===== config.mk =====
export PLATFORM = sky130hd
export DESIGN_NAME = op_sequencer
export DESIGN_NICKNAME = d
export VERILOG_FILES = /design/src/img_pkg.sv /design/src/op_sequencer.sv
export SDC_FILE = /design/constraint.sdc
export NUM_CORES = 1
export LEC_CHECK = 0
export ABC_CLOCK_PERIOD_IN_PS = 2500
export BUFFER_PORTS_ARGS = -buffer_cell sky130_fd_sc_hd__buf_2
export CAP_MARGIN = 0
export CELL_PAD_IN_SITES_DETAIL_PLACEMENT = 1
export CELL_PAD_IN_SITES_GLOBAL_PLACEMENT = 2
export CORE_MARGIN = 8
export CORE_UTILIZATION = 32
export CTS_CLUSTER_DIAMETER = 50
export DETAILED_ROUTE_END_ITERATION = 6
export MAX_ROUTING_LAYER = met4
export PLACE_DENSITY_LB_ADDON = 0.1
export SKIP_CTS_REPAIR_TIMING = 1
export SYNTH_ARGS = -nofsm -noshare
export SYNTH_HDL_FRONTEND = slang
export SYNTH_SLANG_ARGS = --single-unit

===== constraint.sdc =====
create_clock -name i_clk -period 2.5 [get_ports i_clk]
set_clock_uncertainty 0.2 [all_clocks]
set_input_delay 0.5 -clock i_clk [delete_from_list [all_inputs] [get_ports i_clk]]
set_output_delay 0.5 -clock i_clk [all_outputs]
set_load 0.02 [all_outputs]

===== src/img_pkg.sv =====
`default_nettype none

package img_pkg;

	localparam int unsigned IMG_DIM    = 8;    // image width and height in pixels
	localparam int unsigned NUM_CHAN   = 32;   // channels stored per pixel
	localparam int unsigned ORIGIN_MAX = 6;    // last origin that keeps the 2x2 view inside
	localparam int unsigned FMAP_DEPTH = 2048; // IMG_DIM * IMG_DIM * NUM_CHAN words

	typedef logic [2:0]  coord_t;     // pixel coordinate 0..7
	typedef logic [4:0]  chan_t;      // channel index 0..31
	typedef logic [7:0]  pixel_t;     // stored pixel
	typedef logic [13:0] out_word_t;  // output stream word
	typedef logic [10:0] fmap_addr_t; // chan*64 + y*8 + x

	typedef enum logic [3:0] {
		OP_LOAD     = 4'd0,
		OP_RIGHT    = 4'd1,
		OP_LEFT     = 4'd2,
		OP_UP       = 4'd3,
		OP_DOWN     = 4'd4,
		OP_WIN_DOWN = 4'd5,
		OP_WIN_UP   = 4'd6,
		OP_DISPLAY  = 4'd7
	} op_mode_t; // codes 8..15 carry no name and are ignored

	typedef enum logic [1:0] {
		WIN_8  = 2'd0,
		WIN_16 = 2'd1,
		WIN_32 = 2'd2
	} chan_win_t;

	typedef enum logic [2:0] {
		S_START,
		S_READY,
		S_WAIT_OP,
		S_LOAD,
		S_VIEW,
		S_DISPLAY,
		S_FINISH
	} seq_state_t;

endpackage

`default_nettype wire

===== src/op_sequencer.sv =====
`default_nettype none

module op_sequencer import img_pkg::*; (
	input  logic     i_clk,
	input  logic     i_rst_n,
	input  logic     i_op_valid,
	input  op_mode_t i_op_mode,
	input  logic     i_load_done,
	input  logic     i_disp_done,
	output logic     o_op_ready,
	output logic     o_load_start,
	output logic     o_disp_start,
	output logic     o_view_strobe,
	output op_mode_t o_view_op
);
	logic       op_valid_q;   // op strobe, one cycle late
	op_mode_t   op_mode_q;    // op code, held until the next strobe
	seq_state_t state, state_nx;
	logic [1:0] boot_cnt;     // settle time before the first ready pulse

	always_ff @(posedge i_clk or negedge i_rst_n) begin
		if (!i_rst_n) begin
			op_valid_q <= 1'b0;
			op_mode_q  <= OP_LOAD;
			state      <= S_START;
			boot_cnt   <= '0;
		end else begin
			op_valid_q <= i_op_valid;
			if (i_op_valid)
				op_mode_q <= i_op_mode; // latch only on strobe so view ops see a stable code
			state <= state_nx;
			if (state == S_START)
				boot_cnt <= boot_cnt + 2'd1;
		end
	end

	assign o_view_op = op_mode_q;

	always_comb begin
		state_nx      = state;
		o_op_ready    = 1'b0;
		o_load_start  = 1'b0;
		o_disp_start  = 1'b0;
		o_view_strobe = 1'b0;
		case (state)
			S_START: begin
				if (&boot_cnt)
					state_nx = S_READY;
			end
			S_READY: begin
				o_op_ready = 1'b1; // single pulse, testbench answers next cycle
				state_nx   = S_WAIT_OP;
			end
			S_WAIT_OP: begin
				if (op_valid_q) begin
					case (op_mode_q)
						OP_LOAD: begin
							o_load_start = 1'b1; // loader raises in_ready next cycle
							state_nx     = S_LOAD;
						end
						OP_DISPLAY: begin
							o_disp_start = 1'b1;
							state_nx     = S_DISPLAY;
						end
						OP_RIGHT, OP_LEFT, OP_UP, OP_DOWN, OP_WIN_DOWN, OP_WIN_UP: begin
							state_nx = S_VIEW;
						end
						default: state_nx = S_FINISH; // 8..15 accepted and dropped
					endcase
				end
			end
			S_LOAD: begin
				if (i_load_done)
					state_nx = S_FINISH;
			end
			S_VIEW: begin
				o_view_strobe = 1'b1; // exactly one update per op
				state_nx      = S_FINISH;
			end
			S_DISPLAY: begin
				if (i_disp_done)
					state_nx = S_FINISH;
			end
			S_FINISH: state_nx = S_READY;
			default:  state_nx = S_START;
		endcase
	end

endmodule

`default_nettype wire


==> results of run 1 <==
area by class of cell:
type	instances	share of cell area, %
sequential	10	37.4
timing repair buffer	17	13.5
multi-input combinational	37	42.6
tap	17	3.18
clock buffer	3	3.36
cells by family (layout without fill, tap and decap cells):
family	Yosys count	in the layout	share of synthesized area, %
buffers and inverters	2	20	3.39
adder cells (fa/ha/maj)	1	1	2.26
AO/OA/AOI/OAI	6	6	8.58
multiplexers	6	6	12.0
AND/OR/NAND/NOR	23	23	27.1
XOR/XNOR	1	1	1.58
flip-flops	10	10	45.1
worst paths after layout:
path                                               from                       end  slack [ns]
worst max-delay path               state[0]$_DFFE_PN0P_              o_disp_start        0.40
worst max register to register  boot_cnt[0]$_DFFE_PN0N_      state[0]$_DFFE_PN0P_        1.01
max in group asynchronous                       i_rst_n      state[2]$_DFFE_PN0P_        1.49
worst min-delay path                         i_op_valid      op_valid_q$_DFF_PN0_        0.24
worst min register to register  boot_cnt[0]$_DFFE_PN0N_   boot_cnt[0]$_DFFE_PN0N_        0.29
min in group asynchronous                       i_rst_n  o_view_op[0]$_DFFE_PN0P_        0.42
placed cells by master, fill, tap and decap left out, drive strengths merged:
master	netlist	final
a2111oi	1	1
nand3	2	2
nor2	5	5
o31ai	1	1
mux2	5	5
nor3	3	3
nand2b	2	2
a21oi	1	1
or3	1	1
nor2b	4	4
dlygate4sd3	0	1
o22ai	1	1
xor2	1	1
o21ai	1	1
mux2i	1	1
dfrtp	10	10
nand4b	1	1
nand2	1	1
nand3b	1	1
clkbuf	0	3
ha	1	1
o311ai	1	1
nor3b	3	3
buf	2	16
metal layers:
metal	wire length (um)	GRT usage, %	vias to the layer above
met4	14	4.29	0
met5	0	-	-
met2	550	12.4	12
met3	67	2.21	2
met1	547	9.28	209
li1	-	-	215
stage by stage:
step           util [%]  setup slack (ns)  cells  hold WS (ns)
6_report           40.1             0.403     84         0.237
4_1_cts            39.5             0.369     83        -0.117
3_3_place_gp       38.1             0.679     80         0.171
5_1_grt            40.1             0.275     84         0.226
3_5_place_dp       38.1             0.666     80         0.170
2_1_floorplan         -             0.603     49       0.00441
worst reg2reg max path, stage by stage, from the launching register on:
cell and delay [ns]:
dfrtp_1 0.40, ha_1 0.20, nor2b_1 0.12, a2111oi_0 0.38
a21oi_1 0.07
Yosys cell counts, drive strengths merged (2+ instances only):
| library cell | instances | share of area, % |
|---|---|---|
| nor3 | 3 | 4.5 |
| nor2b | 4 | 4.5 |
| nand3 | 2 | 2.7 |
| mux2 | 5 | 10 |
| nor2 | 5 | 3.4 |
| buf | 2 | 3.4 |
| dfrtp | 10 | 45 |
| nand2b | 2 | 2.3 |
| nor3b | 3 | 4.1 |
report_power, final:
part / leakage, nW / switching (mW) / total (mW) / internal [mW]
Combinational: 0.164 / 0.112 / 0.234 / 0.122
Sequential: 0.119 / 0.0785 / 0.289 / 0.210
Clock: 0.0138 / 0.0486 / 0.104 / 0.0553
sequential cells by signal, indices dropped and copies added, names as in the netlist:
signal	count
op_valid_q	1
boot_cnt	2
state	3
o_view_op	4
==> results.md, run 1 <==
* Via count at 438
* Hold path cells at 1
* Largest net degree at the start of global routing at 12
* Max Freq at 477 MHz
* Avg WL per Cell at 14.0 um
* CTS Root Cell: clkbuf_4
* Initial antenna violation count at 0
* Top_reg_cell synth: dfrtp_1
* GRT overflow at 0
* Final Max Tran Viols at 0
* WP data required at 1.80 ns
* DR pass1 iterations at 3
* CP Cell Sequence: nor2_1 -> nand4b_1 -> nor2_1 -> buf_2
* Sink Count at 10
* Critical-path top delay cell: dfrtp_1
* Seq/Total Area, Yosys at 45.1%
* Fin. Hold Viols at 0
* DIE AREA at 3320 um2
* Crit path top cell by count: nor2_1
* CTS buffer count at 3
* EDFF count, synth at 0
* Multi-input gate area at 285 um2
* Std cell rows at 15
* Max cap viols at 0
* Async SR Flop Fraction at 100%
* Global-route wire length before repair at 2.08 mm
* Crit path buffers/inverters at 1
* Syn Nets at 59
* CTS tree: yes
* FF+latch area at 250 um2
* Later-pin clock latency in the skew report at 0.26 ns
* Cell area after layout at 669 um2
* Netlist cell types at 25
* Area Growth Syn to Fin at 20.8%
* Largest stage delay, worst path at 0.49 ns
* Buffers on Ports at 16
* Status: completed
* Die height at 57.6 um
* Synth warn at 0
* Initial Util at 33.2%
* Synth Cell Area at 554 um2
* Hold/Removal Path Class: in2reg
* Routed Antenna Nets at 0
* #FFs+latches synth at 10
* Final cycle utilization of the critical path at 83.9%
* Avg Vias per Cell at 5.21
* Vias in the first global route at 483
* Worst slew pin tran at 0.354 ns
* Setup violations, final at 0
* RSZ-0062 raised after global routing: no
* CP Data Arrival Time at 1.40 ns
* Worst reg2reg path depth at 4
* Synthesized area per cell at 11.3 um2
* Cell count after synthesis at 49
* Min cycle time layout at 2.10 ns
* Area of the core at 1670 um2
* Initial DRC Count at 1
* CTS Buffer Depth at 2
* Crit end category: primary output
* Total Negative Setup Slacks at 0 ns
* CP Depth at 4
* PD cells at 937 nW/um2
* P_leak at 0.297 nW
* CP Launch Type: flop
* Inserted Diodes at 0
* Pwr Total at 627 uW
* CP top delay family: flip-flops
* Worst-path clk slew at 0.06 ns
* Number of fill cells at 199
* VDD IR max at 0.458 mV
* H-tree lvl count at 1
* Drc violations at 0
* Area after DPL at 637 um2
* GRT Util Overall at 8.02%
* Nets@finish at 79
* Kind of critical path: reg2out
* Die X at 57.6 um
* Crit Path Max Fanout at 11
* I/O pins at 17
* Gp weighted congestion at 0.678
* Routed WL at 1.18 mm
* Share of post-route cells with drive strength above 1 at 35.8%
* Worst rel slew slack at 75.8%
Note: power is estimated with default switching activity, not from simulation.
==> run 2, diff against run 1 <==
--- a/config.mk
+++ b/config.mk
@@ -5,13 +5,13 @@
 export SDC_FILE = /design/constraint.sdc
 export NUM_CORES = 1
 export LEC_CHECK = 0
-export ABC_CLOCK_PERIOD_IN_PS = 2500
+export ABC_CLOCK_PERIOD_IN_PS = 1800
 export BUFFER_PORTS_ARGS = -buffer_cell sky130_fd_sc_hd__buf_2
 export CAP_MARGIN = 0
 export CELL_PAD_IN_SITES_DETAIL_PLACEMENT = 1
 export CELL_PAD_IN_SITES_GLOBAL_PLACEMENT = 2
 export CORE_MARGIN = 8
-export CORE_UTILIZATION = 32
+export CORE_UTILIZATION = 26
 export CTS_CLUSTER_DIAMETER = 50
 export DETAILED_ROUTE_END_ITERATION = 6
 export MAX_ROUTING_LAYER = met4
==> constraint.sdc (replaced) <==
create_clock -name i_clk -period 1.8 [get_ports i_clk]
set_clock_uncertainty 0.2 [all_clocks]
set_input_delay 0.36 -clock i_clk [delete_from_list [all_inputs] [get_ports i_clk]]
set_output_delay 0.36 -clock i_clk [all_outputs]
set_load 0.02 [all_outputs]
==> results.md, run 2 (synthesis results as in run 1) <==
* Max reg flops at 4
* Drc violations at 0
* R2R Path End: boot_cnt[1]$_DFFE_PN0N_
* Via count at 484
* Crit Path Max Fanout at 3
* Die X at 62.2 um
* Post-Layout Cell Count at 102
* CP Launch Type: flop
* R2R Setup Slk at 0.12 ns
* Placed cells at 94
* Largest net degree at the start of global routing at 11
* Die height at 62.2 um
* Multi-input gate area at 290 um2
* Reg-to-Reg Start: state[2]$_DFFE_PN0P_
* Cell area after layout at 758 um2
* Vias in the first global route at 496
* Final Max Tran Viols at 0
* CP Data Arrival Time at 1.27 ns
* Worst-path clk slew at 0.06 ns
* Min cycle time layout at 1.83 ns
* H-tree lvl count at 1
* Max cap viols at 0
* P_leak at 0.334 nW
* RSZ-0062 raised after global routing: yes
* WHS Endpoint: op_valid_q$_DFF_PN0_
* CTS tree: yes
* Avg Vias per Cell at 4.75
* Dpl hpwl at 1.10 mm
* Sink Count at 10
* Max Freq at 546 MHz
* Routed Antenna Nets at 0
* Nets@finish at 87
* DR pass1 iterations at 2
* Area of the core at 1980 um2
* Later-pin clock latency in the skew report at 0.26 ns
* Share of post-route cells with drive strength above 1 at 48.0%
* Final cycle utilization of the critical path at 102%
* Global-route wire length before repair at 2.21 mm
* Crit end category: primary output
* Worst rel slew slack at 75.9%
* Area Growth Syn to Fin at 36.8%
* VDD IR max at 0.653 mV
* Initial antenna violation count at 0
* GRT overflow at 0
* Initial Util at 28.0%
* Commonest non-fill, non-tap cell in the layout: buf_2
* CTS Root Cell: clkbuf_4
* Setup violations, final at 1
* DIE AREA at 3870 um2
* WHS at 0.0909 ns
* Worst slew pin tran at 0.353 ns
* Hold_sp: i_op_valid
* Worst reg2reg path depth at 4
* Routed WL at 1.36 mm
* WP data required at 1.24 ns
* Status: finished, violations left
* FF+latch area at 253 um2
* Hold/Removal Path Class: in2reg
* Most frequent cells in the layout: 14 x buf_2, 9 x buf_4, 8 x dfrtp_1
* Gp weighted congestion at 0.678
* Number of fill cells at 237
* Kind of critical path: reg2out
* Failing checks: setup timing
* Fin. Hold Viols at 0
* CTS buffer count at 3
* Avg WL per Cell at 13.4 um
* Total Negative Setup Slacks at -0.0311 ns
* GRT Util Overall at 7.29%
* Std cell rows at 16
* Area after DPL at 679 um2
* Final WS setup at -0.0311 ns
* Initial DRC Count at 5
* Buffers on Ports at 16
* CTS Buffer Depth at 2
* Hold path cells at 1
* I/O pins at 17
* PD cells at 1270 nW/um2
* Inserted Diodes at 0
-- run 2: cell count changes in the layout (fill, tap and decap cells not counted), sizes merged --
cell	delta
buf	+8
-- run 2: through the flow --
step / util, % / total power [mW] / setup slack [ns]
after global placement: 34.3 / 0.772 / 0.188
after floorplan: - / 0.668 / 0.0434
final: 38.3 / 0.964 / -0.0311
after CTS: 35.4 / 0.924 / -0.127
after detailed placement: 34.3 / 0.775 / 0.165
after global routing: 38.3 / 1.05 / -0.115
-- run 2: layout make-up --
type                    count  share of cell area (%)
multi-input cells          37                    38.3
flip-flops and latches     10                    33.3
clock buffers               3                    2.97
repair buffers             25                    21.0
well taps                  27                    4.46
-- run 2: where the power goes --
group / switching (mW) / total (mW) / leakage, nW / internal [mW]
clock: 0.0680 / 0.145 / 0.0138 / 0.0768
combinational: 0.218 / 0.450 / 0.204 / 0.231
sequential: 0.0719 / 0.369 / 0.117 / 0.297
-- run 2: how the worst max path moves through the flow --
stage,cells past startpoint,slack (ns),endpoint,startpoint
2_1_floorplan,2,0.04,o_load_start,o_view_op[0]$_DFFE_PN0P_
3_3_place_gp,3,0.19,o_load_start,o_view_op[1]$_DFFE_PN0P_
3_5_place_dp,3,0.17,o_load_start,o_view_op[1]$_DFFE_PN0P_
4_1_cts,3,-0.13,o_load_start,o_view_op[1]$_DFFE_PN0P_
5_1_grt,4,-0.12,o_disp_start,o_view_op[3]$_DFFE_PN0P_
6_report,3,-0.03,o_load_start,o_view_op[1]$_DFFE_PN0P_
-- run 2: critical path, stage by stage, from the launching register on --
cell	delay, ns
dfrtp_1	0.37
or3_4	0.41
nor2_2	0.09
buf_4	0.14
-- run 2: layer usage --
metal | GRT usage [%] | wire length, um
met5 | - | 0
met4 | 5.25 | 30
met3 | 2.15 | 60
met2 | 9.44 | 618
met1 | 9.27 | 652
==> run 3, diff against run 2 <==
--- a/config.mk
+++ b/config.mk
@@ -5,13 +5,13 @@
 export SDC_FILE = /design/constraint.sdc
 export NUM_CORES = 1
 export LEC_CHECK = 0
-export ABC_CLOCK_PERIOD_IN_PS = 1800
+export ABC_CLOCK_PERIOD_IN_PS = 1910
 export BUFFER_PORTS_ARGS = -buffer_cell sky130_fd_sc_hd__buf_2
 export CAP_MARGIN = 0
 export CELL_PAD_IN_SITES_DETAIL_PLACEMENT = 1
 export CELL_PAD_IN_SITES_GLOBAL_PLACEMENT = 2
 export CORE_MARGIN = 8
-export CORE_UTILIZATION = 26
+export CORE_UTILIZATION = 29
 export CTS_CLUSTER_DIAMETER = 50
 export DETAILED_ROUTE_END_ITERATION = 6
 export MAX_ROUTING_LAYER = met4
==> constraint.sdc (replaced) <==
create_clock -name i_clk -period 1.91 [get_ports i_clk]
set_clock_uncertainty 0.2 [all_clocks]
set_input_delay 0.382 -clock i_clk [delete_from_list [all_inputs] [get_ports i_clk]]
set_output_delay 0.382 -clock i_clk [all_outputs]
set_load 0.02 [all_outputs]
==> results.md, run 3 (synthesis results as in run 1) <==
* Vias in the first global route at 490
* Std cell rows at 16
* Routed WL at 1.38 mm
* Combinational Power Share at 46.8%
* Inserted Diodes at 0
* FF+latch area at 254 um2
* Initial DRC Count at 3
* Initial Util at 29.5%
* DR pass1 iterations at 3
* Status: completed
* Max Freq at 527 MHz
* Area of the core at 1880 um2
* Total Negative Setup Slacks at 0 ns
* GRT overflow at 0
* Global-route wire length before repair at 2.29 mm
* H-tree lvl count at 1
* Number of fill cells at 222
* P_leak at 0.338 nW
* CTS Buffer Depth at 2
* Final Max Tran Viols at 0
* Switching part of the total power at 37.5%
* Worst rel slew slack at 69.6%
* Share of post-route cells with drive strength above 1 at 51.3%
* Fin. Hold Viols at 0
* Die X at 59.7 um
* Kind of critical path: reg2out
* I/O pins at 17
* Multi-input gate area at 298 um2
* Via count at 458
* RSZ-0062 raised after global routing: yes
* Pint at 570 uW
* Pwr Total at 911 uW
* Hold/Removal Path Class: in2reg
* Min cycle time layout at 1.90 ns
* Sink Count at 10
* CTS tree: yes
* Max reg flops at 4
* Max cap viols at 0
* Nets@finish at 88
* Routed Antenna Nets at 0
* VDD IR max at 0.735 mV
* WHS at 0.109 ns
* Clock power share at 15.5%
* Avg Vias per Cell at 4.45
* Flop pwr share at 37.7%
* Commonest non-fill, non-tap cell in the layout: buf_2
* PD cells at 1180 nW/um2
* DIE AREA at 3570 um2
* CTS buffer count at 3
* Crit end category: primary output
* Dpl hpwl at 1.04 mm
* Worst slew pin tran at 0.445 ns
* WP data required at 1.33 ns
* Most frequent cells in the layout: 14 x buf_2, 10 x buf_4, 7 x dfrtp_1
* CTS Root Cell: clkbuf_4
* Area Growth Syn to Fin at 39.7%
* Later-pin clock latency in the skew report at 0.26 ns
* CP Data Arrival Time at 1.32 ns
* Worst-path clk slew at 0.07 ns
* Crit Path Max Fanout at 6
* Setup violations, final at 0
* GRT Util Overall at 8.81%
* Buffers on Ports at 16
* Largest net degree at the start of global routing at 11
* NetSw at 342 uW
* Die height at 59.7 um
* Drc violations at 0
* Initial antenna violation count at 0
* Gp weighted congestion at 0.711
* CP Launch Type: flop
* Final cycle utilization of the critical path at 99.4%
* Avg WL per Cell at 13.4 um
[run 3: stage by stage]
stage	setup slack, ns	cells	area [um2]	utilization (%)
after detailed placement	0.233	92	664	35.3
after global placement	0.259	92	664	35.3
final	0.0120	103	774	41.2
after global routing	-0.0583	103	774	41.2
after floorplan	0.131	49	554	-
after CTS	-0.0643	95	687	36.5
[run 3: power by group through the flow]
stage,clock [mW],sequential [mW],combinational (mW)
6_report,0.142,0.344,0.426
3_3_place_gp,0,0.359,0.355
3_5_place_dp,0,0.362,0.356
4_1_cts,0.149,0.358,0.358
2_1_floorplan,0,0.336,0.293
5_1_grt,0.159,0.356,0.475
[run 3: worst paths after layout]
path                            depth (start not counted)  slack, ns                startpoint                      end
worst min-delay path                                    1       0.11                i_op_valid     op_valid_q$_DFF_PN0_
max in group asynchronous                               2       0.98                   i_rst_n     state[1]$_DFFE_PN0P_
min in group asynchronous                               2       0.31                   i_rst_n     state[2]$_DFFE_PN0P_
worst max-delay path                                    3       0.01  o_view_op[1]$_DFFE_PN0P_             o_load_start
worst min register to register                          1       0.27   boot_cnt[0]$_DFFE_PN0N_  boot_cnt[0]$_DFFE_PN0N_
worst max register to register                          4       0.35   boot_cnt[0]$_DFFE_PN0N_     state[0]$_DFFE_PN0P_
[run 3: worst max-delay path: stages, from the launching register on]
cell and delay (ns):
dfrtp_1 0.43, or3_4 0.42, nor2_4 0.09, buf_6 0.12
[run 3: per-layer routing]
metal	share of wire [%]	track usage (%)	wire length, um
met5	0	-	0
met3	5.7	3.44	79
met2	48	13.2	665
met1	46	10.1	634
met4	0	4.08	0
[run 3: layout make-up]
type                            count  share of cell area, %
Timing Repair Buffer               26                   21.5
Multi-Input combinational cell     37                   38.4
Tap cell                           27                   4.36
Clock buffer                        3                   2.91
Sequential cell                    10                   32.8
